`src/verilog/line_window_pkg.sv`:
```
package line_window_pkg;

    ////////////////////////////////////////
    // widths and defaults
    ////////////////////////////////////////

    parameter int PIX_W = 8;

    parameter int DEF_ROW_W = 256;
    parameter int DEF_COL_H = 256;
    parameter int DEF_ROWS  = 3;

    typedef logic [PIX_W-1:0] pix_t;

    ////////////////////////////////////////
    // stream types
    ////////////////////////////////////////

    // raw raster input, sampled every clock
    typedef struct packed {
        logic line;
        logic frame;
        pix_t pix;
    } pix_in_t;

    // registered stream plus edge events
    typedef struct packed {
        pix_t pix;
        logic frame;
        logic active;
        logic line_start;
        logic line_end;
        logic frame_end;
        logic last_row;
        logic row_done;
    } stream_evt_t;

    // place of a row inside its group
    typedef enum logic [1:0] {
        SLOT_FIRST,
        SLOT_MID,
        SLOT_LAST
    } slot_e;

endpackage

```
`src/verilog/sync_tracker.sv`:
```
`timescale 1ns/1ps

module sync_tracker import line_window_pkg::*; #(
    parameter int COL_H = DEF_COL_H
) (
    input  logic        i_clk,
    input  logic        i_rst_n,
    input  pix_in_t     i_stream,
    output stream_evt_t o_evt
);

    pix_in_t     r_stream;
    logic        r_active_d;
    logic        r_frame_d;
    logic [15:0] r_row_cnt;
    logic        active;

    assign active = r_stream.line & r_stream.frame;

    always_ff @(posedge i_clk or negedge i_rst_n) begin
        if (!i_rst_n) begin
            r_stream   <= '0;
            r_active_d <= 1'b0;
            r_frame_d  <= 1'b0;
        end else begin
            r_stream   <= i_stream;
            r_active_d <= active;
            r_frame_d  <= r_stream.frame;
        end
    end

    // completed rows in the current frame
    always_ff @(posedge i_clk or negedge i_rst_n) begin
        if (!i_rst_n) begin
            r_row_cnt <= 16'd0;
        end else if (!r_stream.frame) begin
            r_row_cnt <= 16'd0;
        end else if (!active && r_active_d) begin
            r_row_cnt <= r_row_cnt + 16'd1;
        end
    end

    always_comb begin
        o_evt            = '0;
        o_evt.pix        = r_stream.pix;
        o_evt.frame      = r_stream.frame;
        o_evt.active     = active;
        o_evt.line_start = active & ~r_active_d;
        o_evt.line_end   = ~active & r_active_d;
        o_evt.frame_end  = ~r_stream.frame & r_frame_d;
        // high across the whole of row H-1
        o_evt.last_row   = active && (r_row_cnt == 16'(COL_H - 1));
        o_evt.row_done   = (r_row_cnt == 16'(COL_H));
    end

endmodule

```
`src/verilog/line_write_ctrl.sv`:
```
`timescale 1ns/1ps

module line_write_ctrl import line_window_pkg::*; #(
    parameter int ROW_W = DEF_ROW_W,
    parameter int ROWS  = DEF_ROWS
) (
    input  logic                     i_clk,
    input  logic                     i_rst_n,
    input  stream_evt_t              i_evt,
    output slot_e                    o_slot,
    output logic [$clog2(ROWS)-1:0]  o_slot_idx,
    output logic [ROWS-2:0]          o_we,
    output logic [$clog2(ROW_W)-1:0] o_waddr,
    output pix_t                     o_wdata
);

    localparam int IDX_W  = $clog2(ROWS);
    localparam int ADDR_W = $clog2(ROW_W);

    logic [IDX_W-1:0] r_idx;

    // row slot, wraps after N-1 and restarts every frame
    always_ff @(posedge i_clk or negedge i_rst_n) begin
        if (!i_rst_n) begin
            r_idx <= '0;
        end else if (i_evt.frame_end) begin
            r_idx <= '0;
        end else if (i_evt.line_end) begin
            r_idx <= (r_idx == IDX_W'(ROWS - 1)) ? '0 : r_idx + 1'b1;
        end
    end

    assign o_slot_idx = r_idx;
    assign o_slot     = (r_idx == '0)                 ? SLOT_FIRST :
                        (r_idx == IDX_W'(ROWS - 1))   ? SLOT_LAST  : SLOT_MID;

    ////////////////////////////////////////
    // write steering
    ////////////////////////////////////////

    always_ff @(posedge i_clk or negedge i_rst_n) begin
        if (!i_rst_n) begin
            o_we    <= '0;
            o_waddr <= '0;
        end else begin
            for (int k = 0; k < ROWS - 1; k++) begin
                o_we[k] <= i_evt.active && (r_idx == IDX_W'(k));
            end
            // address follows the enable, back to 0 between rows
            o_waddr <= (|o_we) ? o_waddr + 1'b1 : ADDR_W'(0);
        end
    end

    always_ff @(posedge i_clk) begin
        o_wdata <= i_evt.pix;
    end

endmodule

```
`src/verilog/line_ram.sv`:
```
`timescale 1ns/1ps

module line_ram import line_window_pkg::*; #(
    parameter int ROW_W = DEF_ROW_W
) (
    input  logic                     i_clk,
    input  logic                     i_we,
    input  logic [$clog2(ROW_W)-1:0] i_waddr,
    input  pix_t                     i_wdata,
    input  logic                     i_re,
    input  logic [$clog2(ROW_W)-1:0] i_raddr,
    output pix_t                     o_rdata
);

    pix_t mem [ROW_W];

    always_ff @(posedge i_clk) begin
        if (i_we) begin
            mem[i_waddr] <= i_wdata;
        end
    end

    // one cycle read latency
    always_ff @(posedge i_clk) begin
        if (i_re) begin
            o_rdata <= mem[i_raddr];
        end
    end

endmodule

```
`src/verilog/row_assembler.sv`:
```
`timescale 1ns/1ps

module row_assembler import line_window_pkg::*; #(
    parameter int ROW_W = DEF_ROW_W,
    parameter int COL_H = DEF_COL_H,
    parameter int ROWS  = DEF_ROWS
) (
    input  logic                     i_clk,
    input  logic                     i_rst_n,
    input  stream_evt_t              i_evt,
    input  slot_e                    i_slot,
    input  logic [$clog2(ROWS)-1:0]  i_slot_idx,
    output logic                     o_re,
    output logic [$clog2(ROW_W)-1:0] o_raddr,
    input  pix_t [ROWS-2:0]          i_rdata,
    output logic [PIX_W*ROWS-1:0]    o_win,
    output logic                     o_win_valid,
    output logic                     o_partial,
    output logic                     o_frame
);

    localparam int   IDX_W  = $clog2(ROWS);
    localparam int   ADDR_W = $clog2(ROW_W);
    localparam int   REM    = COL_H % ROWS;
    localparam pix_t PAD    = pix_t'(REM);

    logic             r_re_d1;
    logic             r_part;
    logic [IDX_W-1:0] r_part_idx;
    logic             r_frame_d1;
    pix_t             r_pix_d1;
    pix_t             r_pix_d2;
    pix_t [ROWS-1:0]  mem_ext;
    logic [IDX_W-1:0] live_idx;
    logic [PIX_W*ROWS-1:0] win_nxt;

    ////////////////////////////////////////
    // read burst
    ////////////////////////////////////////

    always_ff @(posedge i_clk or negedge i_rst_n) begin
        if (!i_rst_n) begin
            o_re       <= 1'b0;
            r_part     <= 1'b0;
            r_part_idx <= '0;
        end else if (i_evt.line_end) begin
            o_re <= 1'b0;
        end else if (i_evt.line_start && !i_evt.row_done &&
                     (i_slot == SLOT_LAST || i_evt.last_row)) begin
            o_re       <= 1'b1;
            // closing on the last row short of a full group
            r_part     <= i_evt.last_row && (REM != 0);
            r_part_idx <= i_slot_idx;
        end
    end

    always_ff @(posedge i_clk or negedge i_rst_n) begin
        if (!i_rst_n) begin
            o_raddr <= '0;
        end else begin
            o_raddr <= o_re ? o_raddr + 1'b1 : ADDR_W'(0);
        end
    end

    // live pixel lines up with ram data
    always_ff @(posedge i_clk) begin
        r_pix_d1 <= i_evt.pix;
        r_pix_d2 <= r_pix_d1;
    end

    ////////////////////////////////////////
    // packing
    ////////////////////////////////////////

    assign mem_ext  = {PAD, i_rdata};
    assign live_idx = r_part ? r_part_idx : IDX_W'(ROWS - 1);

    // oldest row in the top field
    always_comb begin
        win_nxt = '0;
        for (int f = 0; f < ROWS; f++) begin
            if (IDX_W'(f) < live_idx) begin
                win_nxt[(ROWS-f)*PIX_W-1 -: PIX_W] = mem_ext[f];
            end else if (IDX_W'(f) == live_idx) begin
                win_nxt[(ROWS-f)*PIX_W-1 -: PIX_W] = r_pix_d2;
            end else begin
                win_nxt[(ROWS-f)*PIX_W-1 -: PIX_W] = PAD;
            end
        end
    end

    always_ff @(posedge i_clk or negedge i_rst_n) begin
        if (!i_rst_n) begin
            r_re_d1     <= 1'b0;
            o_win_valid <= 1'b0;
            o_partial   <= 1'b0;
            o_win       <= '0;
        end else begin
            r_re_d1     <= o_re;
            o_win_valid <= r_re_d1;
            o_partial   <= r_re_d1 && r_part;
            o_win       <= r_re_d1 ? win_nxt : '0;
        end
    end

    // frame flag, 3 cycles behind the input
    always_ff @(posedge i_clk or negedge i_rst_n) begin
        if (!i_rst_n) begin
            r_frame_d1 <= 1'b0;
            o_frame    <= 1'b0;
        end else begin
            r_frame_d1 <= i_evt.frame;
            o_frame    <= r_frame_d1;
        end
    end

endmodule

```
`src/verilog/line_window_top.sv`:
```
`timescale 1ns/1ps

module line_window_top import line_window_pkg::*; #(
    parameter int ROW_W = DEF_ROW_W,
    parameter int COL_H = DEF_COL_H,
    parameter int ROWS  = DEF_ROWS
) (
    input  logic                  i_clk,
    input  logic                  i_rst_n,
    input  pix_in_t               i_stream,
    output logic [PIX_W*ROWS-1:0] o_win,
    output logic                  o_win_valid,
    output logic                  o_partial,
    output logic                  o_frame
);

    localparam int IDX_W  = $clog2(ROWS);
    localparam int ADDR_W = $clog2(ROW_W);

    stream_evt_t       evt;
    slot_e             slot;
    logic [IDX_W-1:0]  slot_idx;
    logic [ROWS-2:0]   we;
    logic [ADDR_W-1:0] waddr;
    pix_t              wdata;
    logic              re;
    logic [ADDR_W-1:0] raddr;
    pix_t [ROWS-2:0]   rdata;

    sync_tracker #(
        .COL_H (COL_H)
    ) u_sync_tracker (
        .i_clk    (i_clk),
        .i_rst_n  (i_rst_n),
        .i_stream (i_stream),
        .o_evt    (evt)
    );

    line_write_ctrl #(
        .ROW_W (ROW_W),
        .ROWS  (ROWS)
    ) u_line_write_ctrl (
        .i_clk      (i_clk),
        .i_rst_n    (i_rst_n),
        .i_evt      (evt),
        .o_slot     (slot),
        .o_slot_idx (slot_idx),
        .o_we       (we),
        .o_waddr    (waddr),
        .o_wdata    (wdata)
    );

    // one memory per stored row of a group
    for (genvar k = 0; k < ROWS - 1; k++) begin : g_line_ram
        line_ram #(
            .ROW_W (ROW_W)
        ) u_line_ram (
            .i_clk   (i_clk),
            .i_we    (we[k]),
            .i_waddr (waddr),
            .i_wdata (wdata),
            .i_re    (re),
            .i_raddr (raddr),
            .o_rdata (rdata[k])
        );
    end

    row_assembler #(
        .ROW_W (ROW_W),
        .COL_H (COL_H),
        .ROWS  (ROWS)
    ) u_row_assembler (
        .i_clk       (i_clk),
        .i_rst_n     (i_rst_n),
        .i_evt       (evt),
        .i_slot      (slot),
        .i_slot_idx  (slot_idx),
        .o_re        (re),
        .o_raddr     (raddr),
        .i_rdata     (rdata),
        .o_win       (o_win),
        .o_win_valid (o_win_valid),
        .o_partial   (o_partial),
        .o_frame     (o_frame)
    );

endmodule

```
`config.mk`:
```
export PLATFORM = sky130hd
export DESIGN_NAME = line_window_top
export DESIGN_NICKNAME = d
export VERILOG_FILES = /design/src/verilog/line_window_pkg.sv /design/src/verilog/sync_tracker.sv /design/src/verilog/line_write_ctrl.sv /design/src/verilog/line_ram.sv /design/src/verilog/row_assembler.sv /design/src/verilog/line_window_top.sv
export SDC_FILE = /design/constraint.sdc
export NUM_CORES = 2
export LEC_CHECK = 0
export ABC_AREA = 1
export BUFFER_PORTS_ARGS = -buffer_cell sky130_fd_sc_hd__buf_2
export CORE_UTILIZATION = 49
export CTS_CLUSTER_DIAMETER = 120
export DETAILED_ROUTE_END_ITERATION = 10
export PLACE_DENSITY_LB_ADDON = 0.25
export SLEW_MARGIN = 30
export SYNTH_ARGS = -nofsm -noshare
export SYNTH_HDL_FRONTEND = slang
export SYNTH_HIERARCHICAL = 1
export SYNTH_SLANG_ARGS = --single-unit
export TNS_END_PERCENT = 5
```
`constraint.sdc`:
```
create_clock -name i_clk -period 8.1 [get_ports i_clk]
set_clock_uncertainty 0.2 [all_clocks]
set_input_delay 1.215 -clock i_clk [delete_from_list [all_inputs] [get_ports i_clk]]
set_output_delay 1.215 -clock i_clk [all_outputs]
set_load 0.02 [all_outputs]
```
# Word level (Yosys, flattened, before mapping)
# Memories as Yosys holds them, arrays and structs flattened. A register that Yosys moved wholly into a read port is not among the register bits.
# Cells that the tools add are included.
# totals
register_bits,96
ram_bits,4096
latch_bits,0
wordCells,84
out_inout_bits,27
input_bits,12
romBits,0
n_memories,2
# memory_table
name,depth,width,rd,rd_clocked_by_memory_dff,write_ports,line,rtl
g_line_ram[0].u_line_ram.mem,256,8,1,1,1,line_ram.sv:15,pix_t mem [ROW_W];
g_line_ram[1].u_line_ram.mem,256,8,1,1,1,line_ram.sv:15,
# classes
div,0
n_mul,0
n_reduce_logical,16
mux,23
shifts,0
magnitude_cmp,3
n_bitwise,8
add_sub_neg,4
n_eq_ne,8
# ops
operator,count
two-way mux 8 bit,8
two-way mux 16 bit,2
two-way mux 24 bit,1
"adder 16 x 1 -> 16 bit, second input constant",1
"adder 8 x 1 -> 8 bit, second input constant",2
"== test 16 x 8 -> 1 bit, second input constant",1
"== test 16 x 9 -> 1 bit, second input constant",1
two-way mux 2 bit,6
logical AND 1 bit,7
two-way mux 1 bit,6
AND 1 bit,4
"== test 2 bit, second input constant",2
zero test 2 bit,2
"< comparator 1 x 2 -> 1 bit, first input constant",2
inverter 1 bit,4
nonzero test 2 bit,2
"adder 2 x 1 -> 2 bit, second input constant",1
"== test 1 x 2 -> 1 bit, first input constant",1
"== test 2 x 1 -> 1 bit, second input constant",1
"== test 2 bit, first input constant",1
zero test 1 bit,2
"< comparator 2 bit, first input constant",1
"inequality test 2 bit, second input constant",1
AND reduction 2 bit,1
2 further kinds,2

# Longest topological paths before layout
# depth
word_depth,8
mapped_depth,15
mapped_depth_nobuf,11

# Hierarchy
# The synthesis kept the hierarchy.
# modules_own_cells
mod,seq_area_each_um2,area_each_um2,cells_each,n_inst
line_ram,61739.2,83476.3,7003,2
row_assembler,1346.3,1939.4,195,1
sync_tracker,700.7,1432.6,170,1
line_write_ctrl,460.4,679.4,69,1

# Worst setup path before layout
# Ideal clock, no wire load.
# synth_path
path_kind,register to register
startpoint,register u_line_write_ctrl.o_wdata[0]
endpoint,memory g_line_ram[0].u_line_ram/mem[0][0] (netlist name) (data pin)
period_less_slack_ps,8204
n_path_buf,0
setup_ps,1506
t_arrival_ps,6499
path_stages_with_launch,1
t_required_ps,6394
path_slack_ps,-104
cell_sequence,dfxtp_1
# synth_rtl
item,line,rtl
from (decl),line_write_ctrl.sv:14,output pix_t o_wdata
from (signal assigned),line_write_ctrl.sv:55,o_wdata <= i_evt.pix;
to (decl),line_ram.sv:15,
# No word-level cell before the write port.

==> impl_results.md <==
* Final Hold Fails at 0
* Tightest Hold Check Type: in2async
* Drt drc at 0
* Post-route ant nets at 0
* TritonRoute pass-1 iters at 6
* Setup ws final at 3.15 ns
* Post-Synthesis Cells at 14,440
* TritonCTS clock tree: yes
* Status: completed
* FMAX at just over 200 MHz
* Synth Net Count at around 14,000
* Tot GR Track Use at 0.256
* Worst Setup End Kind: flop
* Syn-to-layout area delta at 9.36%
* Wirelength per Cell at 24.2 um
* Maximum Capacitance Violations at 0
* Critical Path Most Common Cell: nand3_1
* Area after DPL at approximately 170,000 um^2
* CP startpoint kind: flop
* CTS Buf Count at slightly above 400
* Critical path's top delay family: buffers and inverters
* Sinks on Clock Net at about 4,200
* Setup TNS at 0 ns
* Die Span X at 593 um
* Most instantiated cells after synthesis: 4,330 x nand2_1, 4,112 x edfxtp_1, 4,053 x nand3_1, 645 x nor2_1, 537 x buf_2
* Syn. warnings at 6
* First-pass GRT wire length at 678 mm
* Yosys top cell by area: edfxtp_1
* CTS H-tree lvls at 5
* Number of synthesized flops with an enable pin at between 4,000 and 5,000
* Relative slew margins at 0.197
* Slew @ Worst Pin at ~1.2 ns
* CTS max path bufs at 4
* # nets final at roughly 14,000
* Routed vias at approximately 110k
* DP HPWL at ~240 mm
* Die Height at ~590 um
* Synth async-reset ratio at 0.0192
* IO buf count at 38
* Setup Fix Bufs, Post-CTS at 0
* Worst VDD drop at between 150 and 200 uV
* FP Rows at around 220
* Most common cell in the netlist: nand2_1
* Most common flop cell mapped by yosys: edfxtp_1
* Largest net degree at the start of global routing at around 210
* Clk Latency, worst-skew pair at just over 0.9 ns
* Final wirelength at 460 mm
* Share of layout cells above drive strength 1 at 0.0588
* Total gr overflow at 0
* Fin crit period at approximately 5.0 ns
* Worst hold slack at between 0.08 and 0.09 ns
* Antenna violations before repair at 11
* IO Pins at 39
* Hold Buf Count CTS at 0
* Starting Density at 0.493
* Crit path arrival time at approximately 5.5 ns
* Synth area leaders: edfxtp_1 72%, nand3_1 12%, nand2_1 9.5%
* Unrepaired setup endpoints after global routing: no
* Vias per cell at approximately 6
* Crit Path Category: reg2reg
* Pre-CTS setup slack at roughly 3.3 ns
* Share of the synthesized area in the top cell type at 0.722
* Setup slack, reg-to-reg at between 3 and 4 ns
* Placer Congestion at 0.829
* Fin area at ~190,000 um^2
* Number of DRC markers in iteration 0 at 13,418
* Vias in the first global route at 103,214
* Cell Pwr Density at ~240 nW/um^2
* Worst Path Buf+Inv at 3
* Critical Path RT at between 8 and 9 ns
* Crit-path slowest cell: buf_4
* # setup viols final at 0
* Tcrit/Tclk final at 0.611
* Core Area at approximately 350,000 um^2
* Syn avg cell area at ~12 um^2
* Post-synthesis sequential area ratio at 0.737
* Critical Path Fanout Max at between 100 and 150
* CP Cell Sequence: buf_12 > buf_4 > buf_4 > nand2_1 > nand3_1 > nand3_1 > nand3_1 > nand3_1 > nand3_1 > nand3_1 > nand2_1 > nand2_1 > nand2_1
* Reg clk slew, reported paths at approximately 0.06 ns
* Synthesis-stage register bit count at 4,217
* Mapped Area at between 150,000 and 200,000 um^2
* DIE AREA at roughly 350,000 um^2
* Worst path max stage delay at about 0.78 ns
* PostCTS Resize Cnt at 0
* Leak at ~64 nW
* Fin. max-slew vios at 0
* Root Driver: clkbuf_16
* Synth cell types at 34
## registers in the layout, indices dropped and copies added, names as in the netlist, 2 cells and up
name                           flops
g_line_ram.u_line_ram/mem       4096
u_row_assembler/o_win             24
g_line_ram.u_line_ram/o_rdata     16
u_sync_tracker/r_row_cnt          16
u_sync_tracker/o_evt               9
u_line_write_ctrl/o_waddr          8
u_line_write_ctrl/o_wdata          8
u_row_assembler/o_raddr            8
u_row_assembler/r_pix_d1           8
u_row_assembler/r_pix_d2           8
u_line_write_ctrl/o_slot_idx       2
u_line_write_ctrl/o_we             2
u_row_assembler/r_part_idx         2
## final timing paths
check,start,endpoint,cells after the start
hold reg to reg,u_row_assembler/r_pix_d1[1],u_row_assembler/r_pix_d2[1],0
min in group i_clk,u_row_assembler/r_pix_d1[1],u_row_assembler/r_pix_d2[1],0
hold / removal,i_rst_n,u_row_assembler/o_win[0],1
setup reg to reg,u_row_assembler/o_raddr[0],g_line_ram[0].u_line_ram/o_rdata[3],13
max in group asynchronous,i_rst_n,u_row_assembler/o_raddr[3],2
setup / recovery,u_row_assembler/o_raddr[0],g_line_ram[0].u_line_ram/o_rdata[3],13
## layer usage
layer / vias to the layer above / routed length, um / track usage
met1: 54616 / 185000 / 0.360
li1: 50358 / - / -
met4: 2 / 18300 / 0.0967
met2: 5285 / 217000 / 0.407
met5: - / 13 / 0
met3: 852 / 40200 / 0.0375
## through the flow
| stage | std cells | utilization | power [mW] |
|---|---|---|---|
| 2_1_floorplan | 14440 | - | 26.6 |
| 3_3_place_gp | 18220 | 0.501 | 27.4 |
| 3_5_place_dp | 18221 | 0.501 | 27.4 |
| 4_1_cts | 18973 | 0.539 | 45.9 |
| 5_1_grt | 18978 | 0.539 | 47.0 |
| 6_report | 18985 | 0.539 | 45.7 |
## placed cells by master, fill, tap and decap left out, types with 68 or more instances in the layout
| cell type | instances |
|---|---|
| buf_4 | 103 |
| clkbuf_1 | 99 |
| clkbuf_16 | 425 |
| clkinv_1 | 100 |
| clkinv_2 | 68 |
| dfrtp_1 | 73 |
| edfxtp_1 | 4112 |
| inv_1 | 114 |
| nand2_1 | 4309 |
| nand3_1 | 4053 |
| nor2_1 | 613 |
## cell families after synthesis
kind of cell / share of synthesized area
buffers and inverters: 0.0321
flip-flops: 0.737
AND/OR/NAND/NOR: 0.229
AO/OA/AOI/OAI: 0.00151
adder cells (fa/ha/maj): 0.000293
## report_power, final
part,leakage (nW),internal [mW],switching (mW)
Sequential,38.2,24.0,0.109
Combinational,19.5,0.724,2.22
Clock,6.38,10.7,8.03
## layout make-up
| class | count | area [um^2] |
|---|---|---|
| clock inverter | 218 | 1900 |
| fill | 28601 | 160000 |
| tap | 4578 | 5730 |
| clock buffer | 534 | 11100 |
| antenna | 8 | 20.0 |
| inverter | 129 | 552 |
| timing repair buffer | 188 | 1930 |
| sequential | 4217 | 126000 |
| multi-input combinational | 9113 | 39700 |
No activity file was read; power rests on OpenSTA's default activity.
